$ cat src/exuOpsPkg.sv
package exuOpsPkg;

    //////////////////////////////////////////////////
    // Datapath widths
    //////////////////////////////////////////////////

    // Integer data word
    localparam int dataWidth = 32;
    // Register file index
    localparam int regAddrWidth = 5;
    // Immediate shift amount field
    localparam int shamtWidth = 5;

    //////////////////////////////////////////////////
    // ALU operation codes
    //////////////////////////////////////////////////

    // Code zero is add, so a bubble record decodes as a harmless add
    typedef enum logic [5:0] {
        opAdd   = 6'h00,
        opSub   = 6'h01,
        opAnd   = 6'h02,
        opOr    = 6'h03,
        opXor   = 6'h04,
        opNor   = 6'h05,
        opSlt   = 6'h06,
        opSltu  = 6'h07,
        opLui   = 6'h08,
        // Shifts, fixed amount then register amount
        opSll   = 6'h10,
        opSrl   = 6'h11,
        opSra   = 6'h12,
        opSllv  = 6'h13,
        opSrlv  = 6'h14,
        opSrav  = 6'h15,
        // Multiply and HI/LO moves
        opMult  = 6'h20,
        opMultu = 6'h21,
        opMfhi  = 6'h22,
        opMflo  = 6'h23,
        opMthi  = 6'h24,
        opMtlo  = 6'h25,
        // Operand B straight through
        opPassB = 6'h30
    } aluOpT;

    // HI/LO write selection
    typedef enum logic [1:0] {
        hlNone   = 2'b00,
        hlBoth   = 2'b01,
        hlHiOnly = 2'b10,
        hlLoOnly = 2'b11
    } hiLoWriteT;

endpackage
$ cat src/exuStagePkg.sv
package exuStagePkg;

    //////////////////////////////////////////////////
    // Decode to execute record
    //////////////////////////////////////////////////

    typedef struct packed {
        // Instruction word and its PC, carried for debug
        logic [exuOpsPkg::dataWidth-1:0]    instr;
        logic [exuOpsPkg::dataWidth-1:0]    pc;
        // Source A index and the value read in decode
        logic [exuOpsPkg::regAddrWidth-1:0] regA;
        logic [exuOpsPkg::dataWidth-1:0]    operandA;
        // Source B index and the value read in decode
        logic [exuOpsPkg::regAddrWidth-1:0] regB;
        logic [exuOpsPkg::dataWidth-1:0]    operandB;
        // Destination, also the store source register
        logic [exuOpsPkg::regAddrWidth-1:0] writeReg;
        logic [exuOpsPkg::dataWidth-1:0]    storeData;
        // Controls, all zero in a bubble
        logic                               regWrite;
        logic                               memRead;
        logic                               memWrite;
        exuOpsPkg::aluOpT                   aluOp;
        logic [exuOpsPkg::shamtWidth-1:0]   shiftAmount;
        // Redirect and branch prediction, passed through
        logic [exuOpsPkg::dataWidth-1:0]    altPc;
        logic                               requestAltPc;
        logic                               predTaken;
        logic [exuOpsPkg::dataWidth-1:0]    predAddr;
        logic [1:0]                         predHistory;
    } exeInT;

    //////////////////////////////////////////////////
    // Execute to memory record
    //////////////////////////////////////////////////

    typedef struct packed {
        logic [exuOpsPkg::dataWidth-1:0]    instr;
        logic [exuOpsPkg::dataWidth-1:0]    pc;
        // Address for loads and stores, result otherwise
        logic [exuOpsPkg::dataWidth-1:0]    aluResult;
        logic [exuOpsPkg::regAddrWidth-1:0] writeReg;
        // Store data after forwarding
        logic [exuOpsPkg::dataWidth-1:0]    storeData;
        logic                               regWrite;
        logic                               memRead;
        logic                               memWrite;
        // Memory stage reads the op to pick access size
        exuOpsPkg::aluOpT                   aluOp;
        logic [exuOpsPkg::dataWidth-1:0]    altPc;
        logic                               requestAltPc;
        logic                               predTaken;
        logic [exuOpsPkg::dataWidth-1:0]    predAddr;
        logic [1:0]                         predHistory;
    } memStageT;

    // One forwarding source
    typedef struct packed {
        logic [exuOpsPkg::regAddrWidth-1:0] regAddr;
        logic [exuOpsPkg::dataWidth-1:0]    data;
        logic                               valid;
    } bypassT;

endpackage

$ cat src/exeStage.sv
module exeStage (
    input  logic                  CLK,
    input  logic                  RESET,
    input  logic                  flush,
    input  exuStagePkg::exeInT    exeIn,
    input  exuStagePkg::bypassT   memBypass,
    output exuStagePkg::memStageT exeOut,
    output exuStagePkg::bypassT   earlyBypass
);

    // Operands after forwarding
    logic [exuOpsPkg::dataWidth-1:0] operandA;
    logic [exuOpsPkg::dataWidth-1:0] operandB;
    logic [exuOpsPkg::dataWidth-1:0] storeData;

    logic [exuOpsPkg::dataWidth-1:0] aluResult;
    logic [exuOpsPkg::dataWidth-1:0] hi;
    logic [exuOpsPkg::dataWidth-1:0] lo;

    exuOpsPkg::hiLoWriteT            hiLoWrite;
    logic                            hiLoUpdate;
    logic                            signedMul;
    exuStagePkg::bypassT             ownBypass;

    //////////////////////////////////////////////////
    // Forwarding, own result over memory stage
    //////////////////////////////////////////////////

    operandBypass u_bypassA (
        .readReg   (exeIn.regA),
        .decoded   (exeIn.operandA),
        .firstSrc  (ownBypass),
        .secondSrc (memBypass),
        .value     (operandA)
    );

    operandBypass u_bypassB (
        .readReg   (exeIn.regB),
        .decoded   (exeIn.operandB),
        .firstSrc  (ownBypass),
        .secondSrc (memBypass),
        .value     (operandB)
    );

    // Store data is read through the destination index
    operandBypass u_bypassStore (
        .readReg   (exeIn.writeReg),
        .decoded   (exeIn.storeData),
        .firstSrc  (ownBypass),
        .secondSrc (memBypass),
        .value     (storeData)
    );

    //////////////////////////////////////////////////
    // Datapath
    //////////////////////////////////////////////////

    integerAlu u_alu (
        .operandA    (operandA),
        .operandB    (operandB),
        .shiftAmount (exeIn.shiftAmount),
        .aluOp       (exeIn.aluOp),
        .hi          (hi),
        .lo          (lo),
        .result      (aluResult)
    );

    hiLoUnit u_hiLo (
        .CLK       (CLK),
        .RESET     (RESET),
        .update    (hiLoUpdate),
        .hiLoWrite (hiLoWrite),
        .operandA  (operandA),
        .operandB  (operandB),
        .signedMul (signedMul),
        .hi        (hi),
        .lo        (lo)
    );

    // Pipeline register and stage control
    exeControl u_control (
        .CLK         (CLK),
        .RESET       (RESET),
        .flush       (flush),
        .exeIn       (exeIn),
        .storeData   (storeData),
        .aluResult   (aluResult),
        .hiLoWrite   (hiLoWrite),
        .hiLoUpdate  (hiLoUpdate),
        .signedMul   (signedMul),
        .ownBypass   (ownBypass),
        .earlyBypass (earlyBypass),
        .exeOut      (exeOut)
    );

endmodule

$ cat src/exeControl.sv
module exeControl (
    input  logic                            CLK,
    input  logic                            RESET,
    input  logic                            flush,
    input  exuStagePkg::exeInT              exeIn,
    input  logic [exuOpsPkg::dataWidth-1:0] storeData,
    input  logic [exuOpsPkg::dataWidth-1:0] aluResult,
    output exuOpsPkg::hiLoWriteT            hiLoWrite,
    output logic                            hiLoUpdate,
    output logic                            signedMul,
    output exuStagePkg::bypassT             ownBypass,
    output exuStagePkg::bypassT             earlyBypass,
    output exuStagePkg::memStageT           exeOut
);

    exuStagePkg::memStageT nextOut;

    //////////////////////////////////////////////////
    // HI/LO control decode
    //////////////////////////////////////////////////

    always_comb begin
        case (exeIn.aluOp)
            exuOpsPkg::opMult,
            exuOpsPkg::opMultu: hiLoWrite = exuOpsPkg::hlBoth;
            exuOpsPkg::opMthi:  hiLoWrite = exuOpsPkg::hlHiOnly;
            exuOpsPkg::opMtlo:  hiLoWrite = exuOpsPkg::hlLoOnly;
            default:            hiLoWrite = exuOpsPkg::hlNone;
        endcase
    end

    // Only mult is signed, multu and moves ignore this
    assign signedMul = (exeIn.aluOp == exuOpsPkg::opMult);

    // A flushed slot must not commit to HI/LO
    assign hiLoUpdate = !flush;

    //////////////////////////////////////////////////
    // Bypass records
    //////////////////////////////////////////////////

    // Registered result, loads and stores have no value yet
    assign ownBypass.regAddr = exeOut.writeReg;
    assign ownBypass.data    = exeOut.aluResult;
    assign ownBypass.valid   = exeOut.regWrite && !(exeOut.memRead || exeOut.memWrite);

    // Same-cycle result for decode stage forwarding
    assign earlyBypass.regAddr = exeIn.writeReg;
    assign earlyBypass.data    = aluResult;
    assign earlyBypass.valid   = exeIn.regWrite && !(exeIn.memRead || exeIn.memWrite);

    //////////////////////////////////////////////////
    // Memory stage record
    //////////////////////////////////////////////////

    always_comb begin
        nextOut.instr        = exeIn.instr;
        nextOut.pc           = exeIn.pc;
        nextOut.aluResult    = aluResult;
        nextOut.writeReg     = exeIn.writeReg;
        // Forwarded value, not the decode copy
        nextOut.storeData    = storeData;
        nextOut.regWrite     = exeIn.regWrite;
        nextOut.memRead      = exeIn.memRead;
        nextOut.memWrite     = exeIn.memWrite;
        nextOut.aluOp        = exeIn.aluOp;
        // Redirect and prediction fields ride along unchanged
        nextOut.altPc        = exeIn.altPc;
        nextOut.requestAltPc = exeIn.requestAltPc;
        nextOut.predTaken    = exeIn.predTaken;
        nextOut.predAddr     = exeIn.predAddr;
        nextOut.predHistory  = exeIn.predHistory;
    end

    always_ff @(posedge CLK or negedge RESET) begin
        if (!RESET) begin
            exeOut <= '0;
        end else if (flush) begin
            // Flush turns the slot into a bubble
            exeOut <= '0;
        end else begin
            exeOut <= nextOut;
        end
    end

endmodule

$ cat src/hiLoUnit.sv
module hiLoUnit (
    input  logic                            CLK,
    input  logic                            RESET,
    input  logic                            update,
    input  exuOpsPkg::hiLoWriteT            hiLoWrite,
    input  logic [exuOpsPkg::dataWidth-1:0] operandA,
    input  logic [exuOpsPkg::dataWidth-1:0] operandB,
    input  logic                            signedMul,
    output logic [exuOpsPkg::dataWidth-1:0] hi,
    output logic [exuOpsPkg::dataWidth-1:0] lo
);

    localparam int extWidth = exuOpsPkg::dataWidth + 1;
    localparam int prodWidth = 2 * exuOpsPkg::dataWidth;

    logic signed [extWidth-1:0]   extA;
    logic signed [extWidth-1:0]   extB;
    logic signed [2*extWidth-1:0] fullProduct;
    logic [prodWidth-1:0]         product;

    //////////////////////////////////////////////////
    // Multiplier
    //////////////////////////////////////////////////

    // One extra bit turns both signed and unsigned into a signed multiply
    assign extA = {signedMul & operandA[exuOpsPkg::dataWidth-1], operandA};
    assign extB = {signedMul & operandB[exuOpsPkg::dataWidth-1], operandB};

    assign fullProduct = extA * extB;
    // Low 64 bits are exact for either signedness
    assign product = fullProduct[prodWidth-1:0];

    //////////////////////////////////////////////////
    // HI/LO registers
    //////////////////////////////////////////////////

    always_ff @(posedge CLK or negedge RESET) begin
        if (!RESET) begin
            hi <= '0;
            lo <= '0;
        end else if (update) begin
            case (hiLoWrite)
                exuOpsPkg::hlBoth: begin
                    // Upper product half to HI
                    hi <= product[prodWidth-1:exuOpsPkg::dataWidth];
                    lo <= product[exuOpsPkg::dataWidth-1:0];
                end
                exuOpsPkg::hlHiOnly: hi <= operandA;
                exuOpsPkg::hlLoOnly: lo <= operandA;
                default: begin
                    // Other ops leave both untouched
                    hi <= hi;
                    lo <= lo;
                end
            endcase
        end
    end

endmodule

$ cat src/integerAlu.sv
module integerAlu (
    input  logic [exuOpsPkg::dataWidth-1:0]  operandA,
    input  logic [exuOpsPkg::dataWidth-1:0]  operandB,
    input  logic [exuOpsPkg::shamtWidth-1:0] shiftAmount,
    input  exuOpsPkg::aluOpT                 aluOp,
    input  logic [exuOpsPkg::dataWidth-1:0]  hi,
    input  logic [exuOpsPkg::dataWidth-1:0]  lo,
    output logic [exuOpsPkg::dataWidth-1:0]  result
);

    localparam int halfWidth = exuOpsPkg::dataWidth / 2;

    logic [exuOpsPkg::shamtWidth-1:0] varAmount;
    logic                             signedLess;
    logic                             unsignedLess;

    // Register shifts use the low bits of A
    assign varAmount = operandA[exuOpsPkg::shamtWidth-1:0];

    // Compare results, zero extended below
    assign signedLess   = $signed(operandA) < $signed(operandB);
    assign unsignedLess = operandA < operandB;

    //////////////////////////////////////////////////
    // Operation select
    //////////////////////////////////////////////////

    always_comb begin
        unique case (aluOp)
            exuOpsPkg::opAdd:   result = operandA + operandB;
            exuOpsPkg::opSub:   result = operandA - operandB;
            exuOpsPkg::opAnd:   result = operandA & operandB;
            exuOpsPkg::opOr:    result = operandA | operandB;
            exuOpsPkg::opXor:   result = operandA ^ operandB;
            exuOpsPkg::opNor:   result = ~(operandA | operandB);
            exuOpsPkg::opSlt:   result = {{(exuOpsPkg::dataWidth-1){1'b0}}, signedLess};
            exuOpsPkg::opSltu:  result = {{(exuOpsPkg::dataWidth-1){1'b0}}, unsignedLess};
            // Immediate sits in the low half of B
            exuOpsPkg::opLui:   result = {operandB[halfWidth-1:0], {halfWidth{1'b0}}};

            // Fixed shifts, amount from the instruction
            exuOpsPkg::opSll:   result = operandB << shiftAmount;
            exuOpsPkg::opSrl:   result = operandB >> shiftAmount;
            exuOpsPkg::opSra:   result = $signed(operandB) >>> shiftAmount;

            // Variable shifts, amount from A
            exuOpsPkg::opSllv:  result = operandB << varAmount;
            exuOpsPkg::opSrlv:  result = operandB >> varAmount;
            exuOpsPkg::opSrav:  result = $signed(operandB) >>> varAmount;

            // Reads of the special registers
            exuOpsPkg::opMfhi:  result = hi;
            exuOpsPkg::opMflo:  result = lo;

            exuOpsPkg::opPassB: result = operandB;

            // Multiply and move-to only touch HI/LO
            exuOpsPkg::opMult,
            exuOpsPkg::opMultu,
            exuOpsPkg::opMthi,
            exuOpsPkg::opMtlo:  result = '0;

            default:            result = '0;
        endcase
    end

endmodule

$ cat src/operandBypass.sv
module operandBypass (
    input  logic [exuOpsPkg::regAddrWidth-1:0] readReg,
    input  logic [exuOpsPkg::dataWidth-1:0]    decoded,
    input  exuStagePkg::bypassT                firstSrc,
    input  exuStagePkg::bypassT                secondSrc,
    output logic [exuOpsPkg::dataWidth-1:0]    value
);

    logic readsZero;
    logic firstHit;
    logic secondHit;

    // Register zero is hardwired, never take a forwarded value for it
    assign readsZero = (readReg == '0);

    // Source matches on valid plus equal index
    assign firstHit  = firstSrc.valid && (firstSrc.regAddr == readReg);
    assign secondHit = secondSrc.valid && (secondSrc.regAddr == readReg);

    //////////////////////////////////////////////////
    // Priority select
    //////////////////////////////////////////////////

    always_comb begin
        // Decode value unless a younger result exists
        value = decoded;
        if (!readsZero) begin
            if (firstHit) begin
                // Newest result, one stage ahead
                value = firstSrc.data;
            end else if (secondHit) begin
                // Older result leaving memory stage
                value = secondSrc.data;
            end
        end
    end

endmodule

$ cat config.mk
export PLATFORM = sky130hd
export DESIGN_NAME = exeStage
export DESIGN_NICKNAME = d
export VERILOG_FILES = /design/src/exuOpsPkg.sv /design/src/exuStagePkg.sv /design/src/exeStage.sv /design/src/exeControl.sv /design/src/hiLoUnit.sv /design/src/integerAlu.sv /design/src/operandBypass.sv
export SDC_FILE = /design/constraint.sdc
export NUM_CORES = 2
export LEC_CHECK = 0
export BUFFER_PORTS_ARGS = -buffer_cell sky130_fd_sc_hd__buf_2
export CORE_UTILIZATION = 30
export CTS_BUF_LIST = sky130_fd_sc_hd__clkbuf_4 sky130_fd_sc_hd__clkbuf_8 sky130_fd_sc_hd__clkbuf_16
export DETAILED_ROUTE_END_ITERATION = 8
export PLACE_DENSITY = 0.55
export SYNTH_ARGS = -nofsm -noshare
export SYNTH_HDL_FRONTEND = slang
export SYNTH_HIERARCHICAL = 1
export SYNTH_SLANG_ARGS = --single-unit
$ cat constraint.sdc
create_clock -name CLK -period 8.85 [get_ports CLK]
set_input_delay 0.4425 -clock CLK [delete_from_list [all_inputs] [get_ports CLK]]
set_output_delay 0.4425 -clock CLK [all_outputs]
set_load 0.01 [all_outputs]
==> results.ini <==
[min_path]
hp-class = in -> reg

[grt]
grt_pass1_wl_um = 443000
grt_pass1_vias = 61100
grt_max_degree = 127
grt.overflow.total = 0
grt_usage = 0.291
antenna_found_initial = 76

[cts]
htree_levels = 2
numCtsBuffers = 38
clkSinkCount = 274
clkTransAtPathRegs_ns = 0.07
cts_buffer_depth = 3
insertion_delay_ns = 0.65
cts_tree = done
cts_root_buf = clkbuf_16

[setup_path]
cp.required_ns = 9.35
critPathCaptureType = flop
slowest_delay_ns = 0.64
path_max_fanout = 10
crit_type = reg -> reg
start_kind = flop
cpMostUsedCell = fa_1
arrival_ns = 10.06
critPathSlowestCell = fa_2

[detailed_routing]
drtIter0Drc = 6099
first_pass_iters = 9
vias = 59000
wirelength_um = 311000
antenna_left = 0
vias_per_cell = 5.34
avgRoutedWirePerCell_um = 28.1
drc = 0

[flow_run]
cap_viol_max_count = 0

[synthesis]
synthArstFlopShare = 1.00
synthDistinctLibCells = 99
syn_area_per_cell_um2 = 8.73
syn-cell-area_mm2 = 0.0632
synth_top_area_share = 0.357
synthCells = 7238
synth_area_leaders = fa_1 36%, dfrtp_1 11%, inv_1 7.4%
synth-edff-count = 0
synth.largest_area_cell = fa_1
ys_warn_count = 6
synth-seq-cells = 274
syn_nets = 8980
ys_seq_area_frac = 0.108
synth_ff_type = dfrtp_1

[place]
io_buffers = 545
place_congestion = 1.08
dp_cells = 10900
post-dp-hpwl_um = 255000

[die]
die_area_mm2 = 0.213
core_mm2 = 0.209
io_pins = 546
start_util = 0.302
die_y_um = 461
die_w_um = 461
rows = 168

[final_layout]
regArea_mm2 = 0.00686
instances_no_fill = 11100
area_growth_pct = 24.4
final.fill_count = 21300
layout-drive-gt1-share = 0.230
nets = 9897
multi_input_area_mm2 = 0.0507

[sta]
slew_headroom = 0.0644
min_period_ns = 9.55
post-route-period-util = 1.08
worstMarginPinSlew_ns = 1.39
setup_viol = 38
fmaxAchievable_mhz = 105
hold_viol = 0
fin_worst_skew_ns = 0.0365
fin_ws_ns = -0.702
final_max_slew_viol_count = 0
grt_setup_unrepaired = yes

[status]
outcome = finished with violations
violations = setup timing

==> kinds of logic (layout without fill, tap and decap cells) <==
family                   Yosys count  count (layout)  synth area share
AND/OR/NAND/NOR                 2127            2127             0.162
buffers and inverters           1822            2765             0.116
adder cells (fa/ha/maj)         1444            1444             0.420
AO/OA/AOI/OAI                   1266            1266             0.145
flip-flops                       274             274             0.108
multiplexers                     185             185            0.0319
XOR/XNOR                         120             120            0.0166
other                              0              76                 0
==> critical path: cells and delay by family, from the launching register on <==
kind | cells | cell delay (ns)
and+or+nand+nor | 3 | 0.70
DFF | 1 | 0.39
AOI/OAI and AO/OA | 11 | 2.08
xor gates and xnor gates | 1 | 0.16
adders and majority gates | 9 | 4.57
buffers and inverters | 11 | 1.49
==> routing by layer <==
| layer | vias to the layer above | global-route usage | wire length [um] |
|---|---|---|---|
| li1 | 24900 | - | - |
| met5 | - | 0 | 193 |
| met2 | 3000 | 0.464 | 144000 |
| met4 | 30 | 0.206 | 24600 |
| met1 | 30200 | 0.338 | 115000 |
| met3 | 936 | 0.0771 | 26900 |
==> state kept, by name, summed over array words and instances, names as in the netlist <==
signal	count
u_hiLo/lo	32
u_hiLo/hi	32
u_control/exeOut	210
==> synth_stat cells (31+ instances only) <==
| cell type | instances |
|---|---|
| nor2_1 | 231 |
| and3_1 | 41 |
| mux2i_1 | 153 |
| nor2b_1 | 226 |
| dfrtp_1 | 274 |
| buf_2 | 61 |
| clkbuf_1 | 410 |
| o21ai_0 | 202 |
| a21oi_1 | 299 |
| nand3_1 | 82 |
| buf_4 | 77 |
| a211oi_1 | 54 |
| nand2_1 | 970 |
| o22ai_1 | 119 |
| a221oi_1 | 40 |
| ha_1 | 317 |
| xor2_1 | 45 |
| a22oi_1 | 48 |
| inv_1 | 1238 |
| xnor2_1 | 75 |
| a21o_1 | 52 |
| o21bai_1 | 31 |
| a2bb2oi_2 | 90 |
| o211ai_1 | 63 |
| nor3_1 | 64 |
| fa_1 | 1127 |
| and2_1 | 361 |
==> final timing paths <==
path	start	end	slack, ns	cells after the start
max	u_control/exeOut[74]	u_hiLo/hi[10]	-0.70	35
max in group asynchronous	RESET	u_hiLo/lo[20]	6.55	4
max reg2reg	u_control/exeOut[74]	u_hiLo/hi[10]	-0.70	35
min in group asynchronous	RESET	u_control/exeOut[189]	0.42	2
min	exeIn[240]	u_control/exeOut[193]	0.03	2
min reg2reg	u_hiLo/lo[23]	u_hiLo/lo[23]	0.48	2
==> area by class of cell <==
class	instances	share of cell area
antenna	76	0.00242
clock buffer	46	0.0135
clock inverter	20	0.00277
inverter	1240	0.0594
multi-input combinational	5142	0.645
sequential	274	0.0872
tap	2805	0.0447
timing repair buffer	1459	0.145
==> repair_timing <==
| action | 4_1_cts | 5_1_grt |
|---|---|---|
| endpoints found under the setup margin | 45 | 46 |
| resized for setup | 96 | 100 |
| hold buffers | 2 | 0 |
| pin swaps | 8 | 18 |
| cloned | 3 | 0 |
| endpoints found under the hold margin | 73 | 0 |
| setup buffers | 33 | 17 |
==> placed cells by master, fill, tap and decap left out, drive strengths merged, types with 45 or more instances in the layout <==
| cell | synthesis | final |
|---|---|---|
| dfrtp | 274 | 274 |
| diode | 0 | 76 |
| nand3 | 82 | 82 |
| inv | 1238 | 1235 |
| clkbuf | 410 | 47 |
| o211ai | 63 | 63 |
| a21oi | 301 | 301 |
| nor3 | 67 | 67 |
| fa | 1127 | 1127 |
| and2 | 365 | 365 |
| a22oi | 48 | 48 |
| xor2 | 45 | 45 |
| mux2i | 153 | 153 |
| nor2b | 226 | 226 |
| a2bb2oi | 95 | 95 |
| xnor2 | 75 | 75 |
| a211oi | 54 | 54 |
| a21o | 52 | 52 |
| o22ai | 119 | 119 |
| buf | 172 | 1454 |
| o21ai | 216 | 216 |
| ha | 317 | 317 |
| nand2 | 972 | 972 |
| nor2 | 235 | 235 |
==> stage by stage <==
step | setup WS [ns] | area (um2) | TNS (ns) | utilization | hold WS [ns]
global placement | -1.10 | 75600 | -33.58 | 0.361 | 0.458
global route | -0.923 | 78500 | -28.37 | 0.375 | 0.0295
floorplan | -0.0350 | 63300 | -0.0523 | - | 0.147
CTS | -0.705 | 77800 | -17.10 | 0.372 | 0.00102
detailed placement | -1.11 | 75600 | -35.00 | 0.361 | 0.463
finish | -0.702 | 78600 | -17.48 | 0.375 | 0.0325
Power is not shown: default switching activity piles up to over one toggle a cycle in this logic, so the estimate is an artifact.
